## config.mk

```make
export PLATFORM = sky130hd
export DESIGN_NAME = decodeTop
export DESIGN_NICKNAME = d
export VERILOG_FILES = /design/src/decodePkg.sv /design/src/logic/fetchUnit.sv /design/src/logic/instrQueue.sv /design/src/logic/controlDecoder.sv /design/src/logic/decodeStage.sv /design/src/logic/decodeTop.sv
export SDC_FILE = /design/constraint.sdc
export NUM_CORES = 1
export LEC_CHECK = 0
export BUFFER_PORTS_ARGS = -buffer_cell sky130_fd_sc_hd__buf_2
export CORE_ASPECT_RATIO = 0.8
export CORE_UTILIZATION = 50
export DETAILED_ROUTE_END_ITERATION = 8
export PLACE_DENSITY_LB_ADDON = 0.12
export SLEW_MARGIN = 5
export SYNTH_ARGS = -nofsm -noshare
export SYNTH_HDL_FRONTEND = slang
export SYNTH_SLANG_ARGS = --single-unit
```

## constraint.sdc

```tcl
create_clock -name clk -period 8.3 [get_ports clk]
set_clock_uncertainty 0.15 [all_clocks]
set_input_delay 1.66 -clock clk [delete_from_list [all_inputs] [get_ports clk]]
set_output_delay 1.66 -clock clk [all_outputs]
set_load 0.02 [all_outputs]
```

## src/decodePkg.sv

```systemverilog
package decodePkg;

    typedef logic [31:0] wordT;
    typedef logic [5:0]  opcodeT;
    typedef logic [5:0]  functT;
    typedef logic [4:0]  regIdxT;
    typedef logic [2:0]  memFuncT;

    // primary opcodes.
    localparam opcodeT ALU    = 6'd0;
    localparam opcodeT BRANCH = 6'd1;
    localparam opcodeT J      = 6'd2;
    localparam opcodeT JAL    = 6'd3;
    localparam opcodeT BEQ    = 6'd4;
    localparam opcodeT BNE    = 6'd5;
    localparam opcodeT BLEZ   = 6'd6;
    localparam opcodeT BGTZ   = 6'd7;
    localparam opcodeT ADDI   = 6'd8;
    localparam opcodeT ADDIU  = 6'd9;
    localparam opcodeT SLTI   = 6'd10;
    localparam opcodeT SLTIU  = 6'd11;
    localparam opcodeT ANDI   = 6'd12;
    localparam opcodeT ORI    = 6'd13;
    localparam opcodeT XORI   = 6'd14;
    localparam opcodeT LUI    = 6'd15;
    localparam opcodeT MULL   = 6'd28;
    localparam opcodeT LB     = 6'd32;
    localparam opcodeT LH     = 6'd33;
    localparam opcodeT LWL    = 6'd34;
    localparam opcodeT LW     = 6'd35;
    localparam opcodeT LBU    = 6'd36;
    localparam opcodeT LHU    = 6'd37;
    localparam opcodeT LWR    = 6'd38;
    localparam opcodeT SB     = 6'd40;
    localparam opcodeT SH     = 6'd41;
    localparam opcodeT SWL    = 6'd42;
    localparam opcodeT SW     = 6'd43;
    localparam opcodeT SWR    = 6'd46;
    localparam opcodeT LL     = 6'd48;
    localparam opcodeT SC     = 6'd56;

    // function field, ALU group.
    localparam functT SLL   = 6'd0;
    localparam functT SRL   = 6'd2;
    localparam functT SRA   = 6'd3;
    localparam functT SLLV  = 6'd4;
    localparam functT SRLV  = 6'd6;
    localparam functT SRAV  = 6'd7;
    localparam functT JR    = 6'd8;
    localparam functT JALR  = 6'd9;
    localparam functT MOVZ  = 6'd10;
    localparam functT MOVN  = 6'd11;
    localparam functT MFHI  = 6'd16;
    localparam functT MTHI  = 6'd17;
    localparam functT MFLO  = 6'd18;
    localparam functT MTLO  = 6'd19;
    localparam functT MULT  = 6'd24;
    localparam functT MULTU = 6'd25;
    localparam functT ADD   = 6'd32;
    localparam functT ADDU  = 6'd33;
    localparam functT SUB   = 6'd34;
    localparam functT SUBU  = 6'd35;
    localparam functT AND   = 6'd36;
    localparam functT OR    = 6'd37;
    localparam functT XOR   = 6'd38;
    localparam functT NOR   = 6'd39;
    localparam functT SLT   = 6'd42;
    localparam functT SLTU  = 6'd43;

    // function field, MULL group.
    localparam functT MADD  = 6'd0;
    localparam functT MADDU = 6'd1;
    localparam functT MUL   = 6'd2;
    localparam functT MSUB  = 6'd4;
    localparam functT MSUBU = 6'd5;
    localparam functT CLZ   = 6'd32;
    localparam functT CLO   = 6'd33;

    // CLZ/CLO collide with ADD/ADDU, so the ALU sees free codes.
    localparam functT ALU_CLO = 6'd62;
    localparam functT ALU_CLZ = 6'd63;

    // REGIMM codes in the rt field.
    localparam regIdxT BLTZ   = 5'd0;
    localparam regIdxT BGEZ   = 5'd1;
    localparam regIdxT BLTZAL = 5'd16;
    localparam regIdxT BGEZAL = 5'd17;

    typedef enum logic [1:0] {
        dstNone = 2'd0,
        dstRd   = 2'd1,
        dstRa   = 2'd2
    } regDstE;

    typedef struct packed {
        wordT        pc;
        opcodeT      opcode;
        regIdxT      rs;
        regIdxT      rt;       // also the branch code.
        regIdxT      rd;
        functT       funct;
        logic [15:0] imm16;
        logic [25:0] target26;
    } instrFieldsT;

    typedef struct packed {
        logic    branch;
        logic    jump;
        logic    memRead;
        logic    memToReg;
        logic    aluOp;
        logic    mulOp;
        logic    memWrite;
        logic    aluSrc;
        logic    braSrc;
        logic    regWrite;
        logic    shiftSel;
        logic    immSize;
        logic    unsgnSel;
        regDstE  regDst;
        functT   func;
        memFuncT memFunc;
    } ctrlT;

    typedef struct packed {
        wordT   pc;
        ctrlT   ctrl;
        regIdxT rs;
        regIdxT rt;
        regIdxT destReg;
        wordT   immExt;
    } decodedT;

endpackage

```

## src/logic/fetchUnit.sv

```systemverilog
module fetchUnit #(
    parameter decodePkg::wordT ResetPc = 32'h0
) (
    input  logic                   clk,
    input  logic                   arstN,
    input  logic                   instrStrobe,
    input  decodePkg::wordT        instr,
    input  logic                   full,
    output logic                   push,
    output decodePkg::instrFieldsT fields
);

    decodePkg::wordT pc;

    // words arriving on a full queue are lost.
    assign push = instrStrobe && !full;

    always_ff @(posedge clk or negedge arstN)
    begin
        if (!arstN)
            pc <= ResetPc;
        else if (push)
            pc <= pc + 32'd4; // next word.
    end

    always_comb
    begin
        fields.pc       = pc;
        fields.opcode   = instr[31:26];
        fields.rs       = instr[25:21];
        fields.rt       = instr[20:16];
        fields.rd       = instr[15:11];
        fields.funct    = instr[5:0];
        fields.imm16    = instr[15:0];
        fields.target26 = instr[25:0];
    end

endmodule

```

## src/logic/instrQueue.sv

```systemverilog
module instrQueue #(
    parameter int QueueDepth = 4
) (
    input  logic                   clk,
    input  logic                   arstN,
    input  logic                   push,
    input  decodePkg::instrFieldsT pushData,
    input  logic                   pop,
    output decodePkg::instrFieldsT head,
    output logic                   full,
    output logic                   empty
);

    localparam int PtrW = $clog2(QueueDepth);

    decodePkg::instrFieldsT mem [QueueDepth];

    logic [PtrW-1:0] rdPtr;
    logic [PtrW-1:0] wrPtr;
    logic [PtrW:0]   count;
    logic            doPush;
    logic            doPop;

    assign doPush = push && !full;
    assign doPop  = pop && !empty;

    assign full  = (count == (PtrW+1)'(QueueDepth));
    assign empty = (count == '0);
    assign head  = mem[rdPtr]; // oldest entry.

    always_ff @(posedge clk)
    begin
        if (doPush)
            mem[wrPtr] <= pushData;
    end

    // pointers wrap on their own, depth is a power of two.
    always_ff @(posedge clk or negedge arstN)
    begin
        if (!arstN)
        begin
            rdPtr <= '0;
            wrPtr <= '0;
            count <= '0;
        end
        else
        begin
            if (doPush)
                wrPtr <= wrPtr + 1'b1;
            if (doPop)
                rdPtr <= rdPtr + 1'b1;
            case ({doPush, doPop})
                2'b10:   count <= count + 1'b1;
                2'b01:   count <= count - 1'b1;
                default: count <= count; // both or neither.
            endcase
        end
    end

endmodule

```

## src/logic/controlDecoder.sv

```systemverilog
module controlDecoder (
    input  decodePkg::instrFieldsT fields,
    output decodePkg::ctrlT        ctrl
);

    always_comb
    begin
        ctrl        = '0;
        ctrl.regDst = decodePkg::dstNone;

        case (fields.opcode)
            decodePkg::ALU:
                case (fields.funct)
                    decodePkg::ADD,  decodePkg::ADDU, decodePkg::SUB,  decodePkg::SUBU,
                    decodePkg::SLL,  decodePkg::SLLV, decodePkg::SRA,  decodePkg::SRAV,
                    decodePkg::SRL,  decodePkg::SRLV, decodePkg::AND,  decodePkg::NOR,
                    decodePkg::OR,   decodePkg::XOR,  decodePkg::MOVN, decodePkg::MOVZ,
                    decodePkg::SLT,  decodePkg::SLTU, decodePkg::MFHI, decodePkg::MFLO:
                    begin
                        ctrl.regDst   = decodePkg::dstRd;
                        ctrl.func     = fields.funct;
                        ctrl.aluOp    = 1'b1;
                        ctrl.regWrite = 1'b1;
                    end

                    // results land in hi/lo only.
                    decodePkg::MULT, decodePkg::MULTU, decodePkg::MTHI, decodePkg::MTLO:
                    begin
                        ctrl.func  = fields.funct;
                        ctrl.aluOp = 1'b1;
                    end

                    decodePkg::JALR:
                    begin
                        ctrl.regDst   = decodePkg::dstRd;
                        ctrl.func     = decodePkg::JALR;
                        ctrl.jump     = 1'b1;
                        ctrl.regWrite = 1'b1;
                    end

                    decodePkg::JR:
                    begin
                        ctrl.func = decodePkg::JR;
                        ctrl.jump = 1'b1;
                    end

                    default: ;
                endcase

            decodePkg::BRANCH:
                case (fields.rt)
                    decodePkg::BLTZ, decodePkg::BGEZ:
                    begin
                        ctrl.unsgnSel = 1'b1;
                        ctrl.func     = {1'b0, fields.rt};
                        ctrl.branch   = 1'b1;
                        ctrl.braSrc   = 1'b1;
                    end

                    decodePkg::BLTZAL, decodePkg::BGEZAL:
                    begin
                        ctrl.unsgnSel = 1'b1;
                        ctrl.regDst   = decodePkg::dstRa; // link.
                        ctrl.func     = {1'b0, fields.rt};
                        ctrl.branch   = 1'b1;
                        ctrl.braSrc   = 1'b1;
                        ctrl.regWrite = 1'b1;
                    end

                    default: ;
                endcase

            decodePkg::MULL:
            begin
                ctrl.mulOp = 1'b1;
                case (fields.funct)
                    decodePkg::CLO:
                    begin
                        ctrl.regDst   = decodePkg::dstRd;
                        ctrl.func     = decodePkg::ALU_CLO;
                        ctrl.regWrite = 1'b1;
                    end

                    decodePkg::CLZ:
                    begin
                        ctrl.regDst   = decodePkg::dstRd;
                        ctrl.func     = decodePkg::ALU_CLZ;
                        ctrl.regWrite = 1'b1;
                    end

                    decodePkg::MADD, decodePkg::MADDU, decodePkg::MSUB, decodePkg::MSUBU:
                        ctrl.func = fields.funct; // accumulate into hi/lo.

                    decodePkg::MUL:
                    begin
                        ctrl.regDst   = decodePkg::dstRd;
                        ctrl.func     = decodePkg::MUL;
                        ctrl.regWrite = 1'b1;
                    end

                    default: ;
                endcase
            end

            decodePkg::ADDI, decodePkg::SLTI:
            begin
                ctrl.func     = (fields.opcode == decodePkg::ADDI) ? decodePkg::ADD
                                                                   : decodePkg::SLT;
                ctrl.aluOp    = 1'b1;
                ctrl.aluSrc   = 1'b1;
                ctrl.regWrite = 1'b1;
            end

            decodePkg::ADDIU, decodePkg::SLTIU, decodePkg::ANDI,
            decodePkg::ORI,   decodePkg::XORI:
            begin
                ctrl.unsgnSel = 1'b1;
                ctrl.aluOp    = 1'b1;
                ctrl.aluSrc   = 1'b1;
                ctrl.regWrite = 1'b1;
                case (fields.opcode)
                    decodePkg::ADDIU: ctrl.func = decodePkg::ADDU;
                    decodePkg::SLTIU: ctrl.func = decodePkg::SLTU;
                    decodePkg::ANDI:  ctrl.func = decodePkg::AND;
                    decodePkg::ORI:   ctrl.func = decodePkg::OR;
                    default:          ctrl.func = decodePkg::XOR;
                endcase
            end

            decodePkg::LUI:
            begin
                ctrl.func     = decodePkg::ADD;
                ctrl.aluOp    = 1'b1;
                ctrl.aluSrc   = 1'b1;
                ctrl.shiftSel = 1'b1; // immediate to upper half.
                ctrl.regWrite = 1'b1;
            end

            decodePkg::BEQ, decodePkg::BNE, decodePkg::BLEZ, decodePkg::BGTZ:
            begin
                ctrl.unsgnSel = 1'b1;
                ctrl.func     = fields.opcode;
                ctrl.branch   = 1'b1;
                ctrl.braSrc   = 1'b1;
            end

            decodePkg::J, decodePkg::JAL:
            begin
                ctrl.func    = fields.opcode;
                ctrl.jump    = 1'b1;
                ctrl.braSrc  = 1'b1;
                ctrl.immSize = 1'b1;
                if (fields.opcode == decodePkg::JAL)
                begin
                    ctrl.regDst   = decodePkg::dstRa;
                    ctrl.regWrite = 1'b1;
                end
            end

            decodePkg::LB,  decodePkg::LBU, decodePkg::LH, decodePkg::LHU,
            decodePkg::LW,  decodePkg::LWL, decodePkg::LWR:
            begin
                ctrl.func     = decodePkg::ADD; // address add.
                ctrl.memFunc  = fields.opcode[2:0];
                ctrl.aluOp    = 1'b1;
                ctrl.aluSrc   = 1'b1;
                ctrl.memRead  = 1'b1;
                ctrl.memToReg = 1'b1;
                ctrl.regWrite = 1'b1;
            end

            decodePkg::SB,  decodePkg::SH,  decodePkg::SW,
            decodePkg::SWL, decodePkg::SWR:
            begin
                ctrl.func     = decodePkg::ADD;
                ctrl.memFunc  = fields.opcode[2:0];
                ctrl.aluOp    = 1'b1;
                ctrl.aluSrc   = 1'b1;
                ctrl.memWrite = 1'b1;
            end

            // LL/SC not supported.
            decodePkg::LL, decodePkg::SC: ;
            default: ;
        endcase
    end

endmodule

```

## src/logic/decodeStage.sv

```systemverilog
module decodeStage (
    input  logic                   clk,
    input  logic                   arstN,
    input  decodePkg::instrFieldsT head,
    input  logic                   empty,
    input  logic                   stall,
    output logic                   pop,
    output decodePkg::decodedT     decoded,
    output logic                   decodedStrobe
);

    decodePkg::ctrlT   ctrl;
    decodePkg::regIdxT destReg;
    decodePkg::wordT   immExt;

    controlDecoder i_controlDecoder (
        .fields (head),
        .ctrl   (ctrl)
    );

    assign pop = !empty && !stall;

    always_comb
    begin
        if (!ctrl.regWrite)
            destReg = '0;
        else
            case (ctrl.regDst)
                decodePkg::dstRd: destReg = head.rd;
                decodePkg::dstRa: destReg = 5'd31;
                default:          destReg = head.rt; // immediate and load forms.
            endcase
    end

    always_comb
    begin
        if (ctrl.immSize)
            immExt = {6'd0, head.target26};
        else if (ctrl.shiftSel)
            immExt = {head.imm16, 16'd0};
        else if (ctrl.unsgnSel)
            immExt = {16'd0, head.imm16};
        else
            immExt = {{16{head.imm16[15]}}, head.imm16};
    end

    always_ff @(posedge clk or negedge arstN)
    begin
        if (!arstN)
            decodedStrobe <= 1'b0;
        else
            decodedStrobe <= pop;
    end

    // bundle holds between pops.
    always_ff @(posedge clk)
    begin
        if (pop)
        begin
            decoded.pc      <= head.pc;
            decoded.ctrl    <= ctrl;
            decoded.rs      <= head.rs;
            decoded.rt      <= head.rt;
            decoded.destReg <= destReg;
            decoded.immExt  <= immExt;
        end
    end

endmodule

```

## src/logic/decodeTop.sv

```systemverilog
module decodeTop #(
    parameter int              QueueDepth = 4,
    parameter decodePkg::wordT ResetPc    = 32'h0
) (
    input  logic               clk,
    input  logic               arstN,
    input  logic               instrStrobe,
    input  decodePkg::wordT    instr,
    input  logic               stall,
    output logic               full,
    output decodePkg::decodedT decoded,
    output logic               decodedStrobe
);

    decodePkg::instrFieldsT pushData;
    decodePkg::instrFieldsT head;
    logic                   push;
    logic                   pop;
    logic                   empty;

    fetchUnit #(
        .ResetPc (ResetPc)
    ) i_fetchUnit (
        .clk         (clk),
        .arstN       (arstN),
        .instrStrobe (instrStrobe),
        .instr       (instr),
        .full        (full),
        .push        (push),
        .fields      (pushData)
    );

    instrQueue #(
        .QueueDepth (QueueDepth)
    ) i_instrQueue (
        .clk      (clk),
        .arstN    (arstN),
        .push     (push),
        .pushData (pushData),
        .pop      (pop),
        .head     (head),
        .full     (full),
        .empty    (empty)
    );

    decodeStage i_decodeStage (
        .clk           (clk),
        .arstN         (arstN),
        .head          (head),
        .empty         (empty),
        .stall         (stall),
        .pop           (pop),
        .decoded       (decoded),
        .decodedStrobe (decodedStrobe)
    );

endmodule

```

==> flow_summary_export.csv, run 1 <==
group,metric,value,unit
grt,grt_util_all_layers,0.187,
sta,layout_setup_ws,3.75,ns
place,io_buffer_count,138,
grt,grt-ovfl-total,0,
drt,drc_errors,0,
setup_path,worstReg2RegStart,"i_instrQueue.rdPtr[0]",
floorplan,core_area,28600,um^2
sta,fmax,220,MHz
grt,antenna_found_initial,1,
logic_synthesis,yosysUniqueCellTypes,60,
clock_network,hold_buffers,0,
clock_network,cts_resized,0,
layout,nets,943,
sta,worst_pin_slew,1.27,ns
logic_synthesis,yosysWarnings,0,
logic_synthesis,synth.area.top_cells,"edfxtp_1, mux4_2, dfrtp_1",
layout,final_core_util,0.595,
logic_synthesis,avgSynthCellArea,19.9,um^2
grt,grt_max_degree,71,
logic_synthesis,yosys.cell_count.top_type,"edfxtp_1",
place,place_congestion,0.895,
clock_network,clk_latency,0.51,ns
setup_path,worstReg2RegEnd,"i_decodeStage.decoded[36]",
place,pre_cts_ws,3.72,ns
floorplan,dieArea,30200,um^2
floorplan,io_pins,141,
floorplan,fp.dieH,156,um
layout,final_area,17000,um^2
worst_hold_path,hp-class,"reg -> reg",
logic_synthesis,yosys-top-cells-count,"edfxtp_1, mux4_2, dfrtp_1",
sta,fin_setup_tns,0,ns
sta,final-hold-violation-count,0,
worst_hold_path,min_path_cells,1,
setup_path,r2r_setup_slack,3.75,ns
layout,syn2layout_area_growth,15.4,%
drt,dr.first_iter.drc_count,630,
logic_synthesis,yosysSeqAreaShare,0.772,
sta,max_slew_margin,0.154,
sta,fin_hold_ws,0.361,ns
layout,drive_above_1_share,0.307,
outcome,outcome,"finished clean",
clock_network,h-tree-depth,2,
setup_path,critPathLaunch,"i_instrQueue.rdPtr[0]",
logic_synthesis,synth_edf_count,348,
drt,vias,7261,
place,dp_hpwl,16800,um
sta,fin_crit_sh,0.548,
power_and_ir_drop,p_leak,6.22,nW
setup_path,end_kind,"flip-flop",
setup_path,crit_required,8.38,ns
logic_synthesis,synthFlopType,"edfxtp_1",
worst_hold_path,hold_start,"i_instrQueue.count[2]",
logic_synthesis,netlist_area,14800,um^2
logic_synthesis,ys_seq_elements,386,
power_and_ir_drop,power_density,376,nW/um^2
sta,rsz0062_at_grt,"false",
clock_network,cts_max_path_buffers,3,
logic_synthesis,yosysTopAreaCell,"edfxtp_1",
floorplan,die_x,194,um
setup_path,worstPathMaxFanout,33,
drt,firstDrtPassIters,5,
place,place_area,15800,um^2
logic_synthesis,synth_cells,743,
clock_network,clkSlewWorstSetupHoldPaths,0.06,ns
logic_synthesis,yosysTopAreaCellShare,0.708,
drt,wl_per_cell,21.0,um
setup_path,reg2reg_depth,9,
worst_hold_path,hold-path-endpoint,"i_instrQueue.count[2]",
power_and_ir_drop,ir_worst_vdd,218,uV
setup_path,arrival,4.63,ns
clock_network,cts_tree,"built",
drt,drtAntennaViolNets,0,
clock_network,numCtsBuffers,38,
sta,setup_viol,0,
logic_synthesis,synthArstFlopShare,0.0984,
clock_network,cts_num_sinks,386,
sta,period_minus_slack,4.55,ns
setup_path,critPathKind,"reg -> reg",
setup_path,worstSetupStartpointType,"flip-flop",
grt,grt_pass1_wl,42900,um
job,cap_violations,0,
sta,slew_viol_final,0,
grt,grt_pass1_vias,7456,
drt,routed_via_density,5.59,
clock_network,cts-root-buf,"clkbuf_16",
clock_network,post_cts_buffers,0,
floorplan,start_util,0.516,
floorplan,rows,55,
drt,drt_wl_total,27200,um
-- routing by layer --
metal	vias up	GRT usage	wire length, um	share of wire
met5	-	0	13	0.00048
met4	2	0.0484	429	0.016
met3	41	0.0370	1780	0.065
met2	254	0.311	13500	0.50
met1	3716	0.255	11500	0.42
li1	3248	-	-	-
-- critical path, stage by stage (launching register included) --
cell and delay, ns:
dfrtp_4 0.86, buf_4 0.66, mux4_2 0.70, nand2b_4 0.20, nor4b_2 0.33, nor4b_4 0.38
nor2_1 0.14, ha_1 0.39, nor2_1 0.29, a221oi_1 0.14
-- per-stage QoR --
step / total power [mW] / std cells
2_1_floorplan: 4.28 / 744
3_3_place_gp: 4.76 / 1228
3_5_place_dp: 4.82 / 1228
4_1_cts: 6.47 / 1297
5_1_grt: 6.71 / 1297
6_report: 6.40 / 1298
-- layout by cell type, fill, tap and decap left out, drive strengths merged, types with 4 or more instances in the layout --
cell type and instances:
or2 4, and2 5, nor2 34, clkinv 12
clkbuf 56, buf 145, a221oi 5, o21ai 6
nand2 26, ha 8, edfxtp 348, xnor2 23
a21oi 6, mux4 62, nor3 11, nor2b 13
a221o 11, nand4 9, xor2 14, dfrtp 38
nand2b 4, inv 27, nor3b 4, nand3 14
a21o 6
-- flip-flops by register name, summed over array words and instances, names as in the netlist --
signal and flops:
i_instrQueue.mem 248, i_fetchUnit.pc 30, i_instrQueue.count 3, i_decodeStage.decoded 100, i_instrQueue.wrPtr 2, i_instrQueue.rdPtr 2, i_decodeStage.decodedStrobe 1
-- kinds of logic (layout without fill, tap and decap cells) --
family | after synthesis | after routing | share of synthesized area
xor+xnor | 37 | 37 | 0.0219
mux | 65 | 65 | 0.0966
compound gates | 50 | 50 | 0.0289
simple gates | 137 | 137 | 0.0531
fa+ha+maj | 9 | 9 | 0.00813
buf+inv | 58 | 241 | 0.0191
flops | 386 | 386 | 0.772
other cells | 1 | 3 | 0.000254
-- where the power goes --
part	switching (mW)	total [mW]	internal, mW
Clock	0.668	1.65	0.981
Combinational	1.18	1.85	0.675
Sequential	0.194	2.91	2.71
-- final cells by class --
cell class / instances / area [um^2]
flip-flops and latches: 386 / 11400
inverters: 27 / 101
diodes: 1 / 2.50
well taps: 370 / 463
repair buffers: 145 / 743
fillers: 2068 / 11600
clock buffers: 56 / 1140
clock inverters: 13 / 78.8
multi-input cells: 300 / 3100
-- worst max path at each step --
stage | end | slack (ns) | cells after the start
floorplan | i_instrQueue.count[2] | 0.60 | 7
global placement | i_decodeStage.decoded[32] | 3.83 | 9
detailed placement | i_decodeStage.decoded[33] | 3.72 | 9
CTS | i_decodeStage.decoded[33] | 3.69 | 9
global route | i_decodeStage.decoded[36] | 3.31 | 9
finish | i_decodeStage.decoded[36] | 3.75 | 9
(Power assumes the default switching activity.)
==> run 2, diff against run 1 <==
- clock period: 8.3 -> 4 ns (I/O delays scaled with it)
==> flow_summary_export.csv, run 2 (synthesis results as in run 1) <==
group,metric,value,unit
outcome,outcome,"finished clean",
power_and_ir_drop,switching_share,0.319,
setup_path,crit_required,4.08,ns
layout,top_regs,"i_instrQueue.mem: 248 flops, i_decodeStage.decoded: 100 flops, i_fetchUnit.pc: 30 flops",
floorplan,rows,55,
grt,grt_util_all_layers,0.187,
setup_path,end_kind,"flip-flop",
place,io_buffer_count,138,
setup_path,critPathKind,"reg -> reg",
layout,nFillCells,2082,
worst_hold_path,hp-class,"in -> async",
sta,worst_pin_slew,0.973,ns
clock_network,hold_buffers,0,
clock_network,h-tree-depth,2,
sta,fin_hold_ws,0.284,ns
layout,final_common_cell,"edfxtp_1",
clock_network,cts_max_path_buffers,3,
drt,drt_wl_total,27400,um
layout,regMostFlops,"i_instrQueue.mem",
power_and_ir_drop,clockPowerShare,0.257,
grt,grt_max_degree,104,
setup_path,r2r_setup_slack,0.40,ns
clock_network,post_cts_buffers,0,
floorplan,fp.dieH,156,um
sta,slew_viol_final,0,
grt,grt_pass1_wl,43000,um
power_and_ir_drop,p_leak,6.27,nW
layout,nets,952,
floorplan,core_area,28600,um^2
sta,max_slew_margin,0.351,
power_and_ir_drop,combPwrFrac,0.295,
layout,largest_reg_flops,248,
setup_path,worstSetupStartpointType,"flip-flop",
drt,drc_errors,0,
place,placed_cells,1237,
power_and_ir_drop,power_density,779,nW/um^2
power_and_ir_drop,ir_worst_vdd,422,uV
floorplan,io_pins,141,
layout,final_area,17100,um^2
setup_path,worstReg2RegStart,"i_instrQueue.rdPtr[0]",
drt,routed_via_density,5.57,
layout,layout.cells.non_filler,1301,
layout,seq_area,11400,um^2
power_and_ir_drop,p_switching,4.25,mW
place,dp_hpwl,17200,um
clock_network,cts_num_sinks,386,
sta,rsz0062_at_grt,"false",
sta,fin_crit_sh,0.899,
grt,grt_pass1_vias,7400,
floorplan,dieArea,30200,um^2
grt,antenna_found_initial,0,
drt,firstDrtPassIters,5,
floorplan,die_x,194,um
place,place_area,15900,um^2
sta,period_minus_slack,3.60,ns
clock_network,numCtsBuffers,38,
power_and_ir_drop,p_seq_frac,0.448,
place,place_congestion,0.906,
clock_network,cts-root-buf,"clkbuf_16",
sta,setup_viol,0,
setup_path,arrival,3.68,ns
clock_network,clkSlewWorstSetupHoldPaths,0.06,ns
setup_path,worstReg2RegEnd,"i_decodeStage.decoded[32]",
sta,final-hold-violation-count,0,
clock_network,cts_resized,0,
layout,drive_above_1_share,0.320,
floorplan,start_util,0.516,
grt,grt-ovfl-total,0,
sta,fin_setup_tns,0,ns
job,cap_violations,0,
setup_path,worstPathMaxFanout,18,
drt,dr.first_iter.drc_count,473,
layout,multiInputGateArea,3100,um^2
sta,fmax,278,MHz
drt,vias,7242,
drt,drtAntennaViolNets,0,
clock_network,clk_latency,0.52,ns
power_and_ir_drop,p_int,9.08,mW
layout,syn2layout_area_growth,16.0,%
drt,wl_per_cell,21.1,um
setup_path,reg2reg_depth,8,
clock_network,cts_tree,"built",
layout,final_cell_mix,"edfxtp_1, buf_2, mux4_2",
==> run 2: cell type report <==
cell class	instances	area share
sequential	386	0.666
inverter	27	0.00592
antenna	1	0.000146
tap	370	0.0270
multi-input combinational	300	0.181
clock inverter	16	0.00760
clock buffer	47	0.0624
timing repair buffer	154	0.0495
==> run 2: worst max-delay path, stage by stage (launching register included) <==
cell      delay, ns
dfrtp_4        0.64
buf_4          0.31
mux4_2         0.62
nor4b_4        0.39
nand4_1        0.25
o31ai_4        0.16
ha_1           0.36
nor2_1         0.28
a221oi_1       0.15
==> run 2: how the worst max path moves through the flow <==
stage | start | end | cells after the start
finish | i_instrQueue.rdPtr[0] | i_decodeStage.decoded[32] | 8
floorplan | stall | i_instrQueue.count[2] | 7
global placement | i_instrQueue.rdPtr[0] | i_decodeStage.decoded[32] | 8
global route | i_instrQueue.rdPtr[0] | i_decodeStage.decoded[35] | 9
detailed placement | i_instrQueue.rdPtr[0] | i_decodeStage.decoded[33] | 9
CTS | i_instrQueue.rdPtr[0] | i_decodeStage.decoded[33] | 9
==> run 2: layer usage <==
metal	wire [um]	GRT usage	part of all wire	vias up
met5	0	0	0	-
met4	418	0.0457	0.015	0
met3	1600	0.0355	0.058	37
met2	13600	0.315	0.49	229
met1	11900	0.255	0.43	3716
li1	-	-	-	3260
==> run 2: power by group through the flow <==
stage | clock network [mW] | registers (mW) | logic, mW
final | 3.43 | 5.98 | 3.93
after global routing | 3.67 | 6.07 | 4.23
after CTS | 3.51 | 6.00 | 3.98
after detailed placement | 0 | 6.08 | 3.97
after floorplan | 0 | 6.48 | 2.38
after global placement | 0 | 6.02 | 3.90
==> run 2: through the flow <==
step / worst slack, ns / util / total power [mW]
final: 0.404 / 0.598 / 13.3
after global routing: 0.132 / 0.598 / 14.0
after CTS: 0.410 / 0.598 / 13.5
after detailed placement: 0.424 / 0.556 / 10.0
after global placement: 0.546 / 0.556 / 9.92
after floorplan: 0.241 / - / 8.85
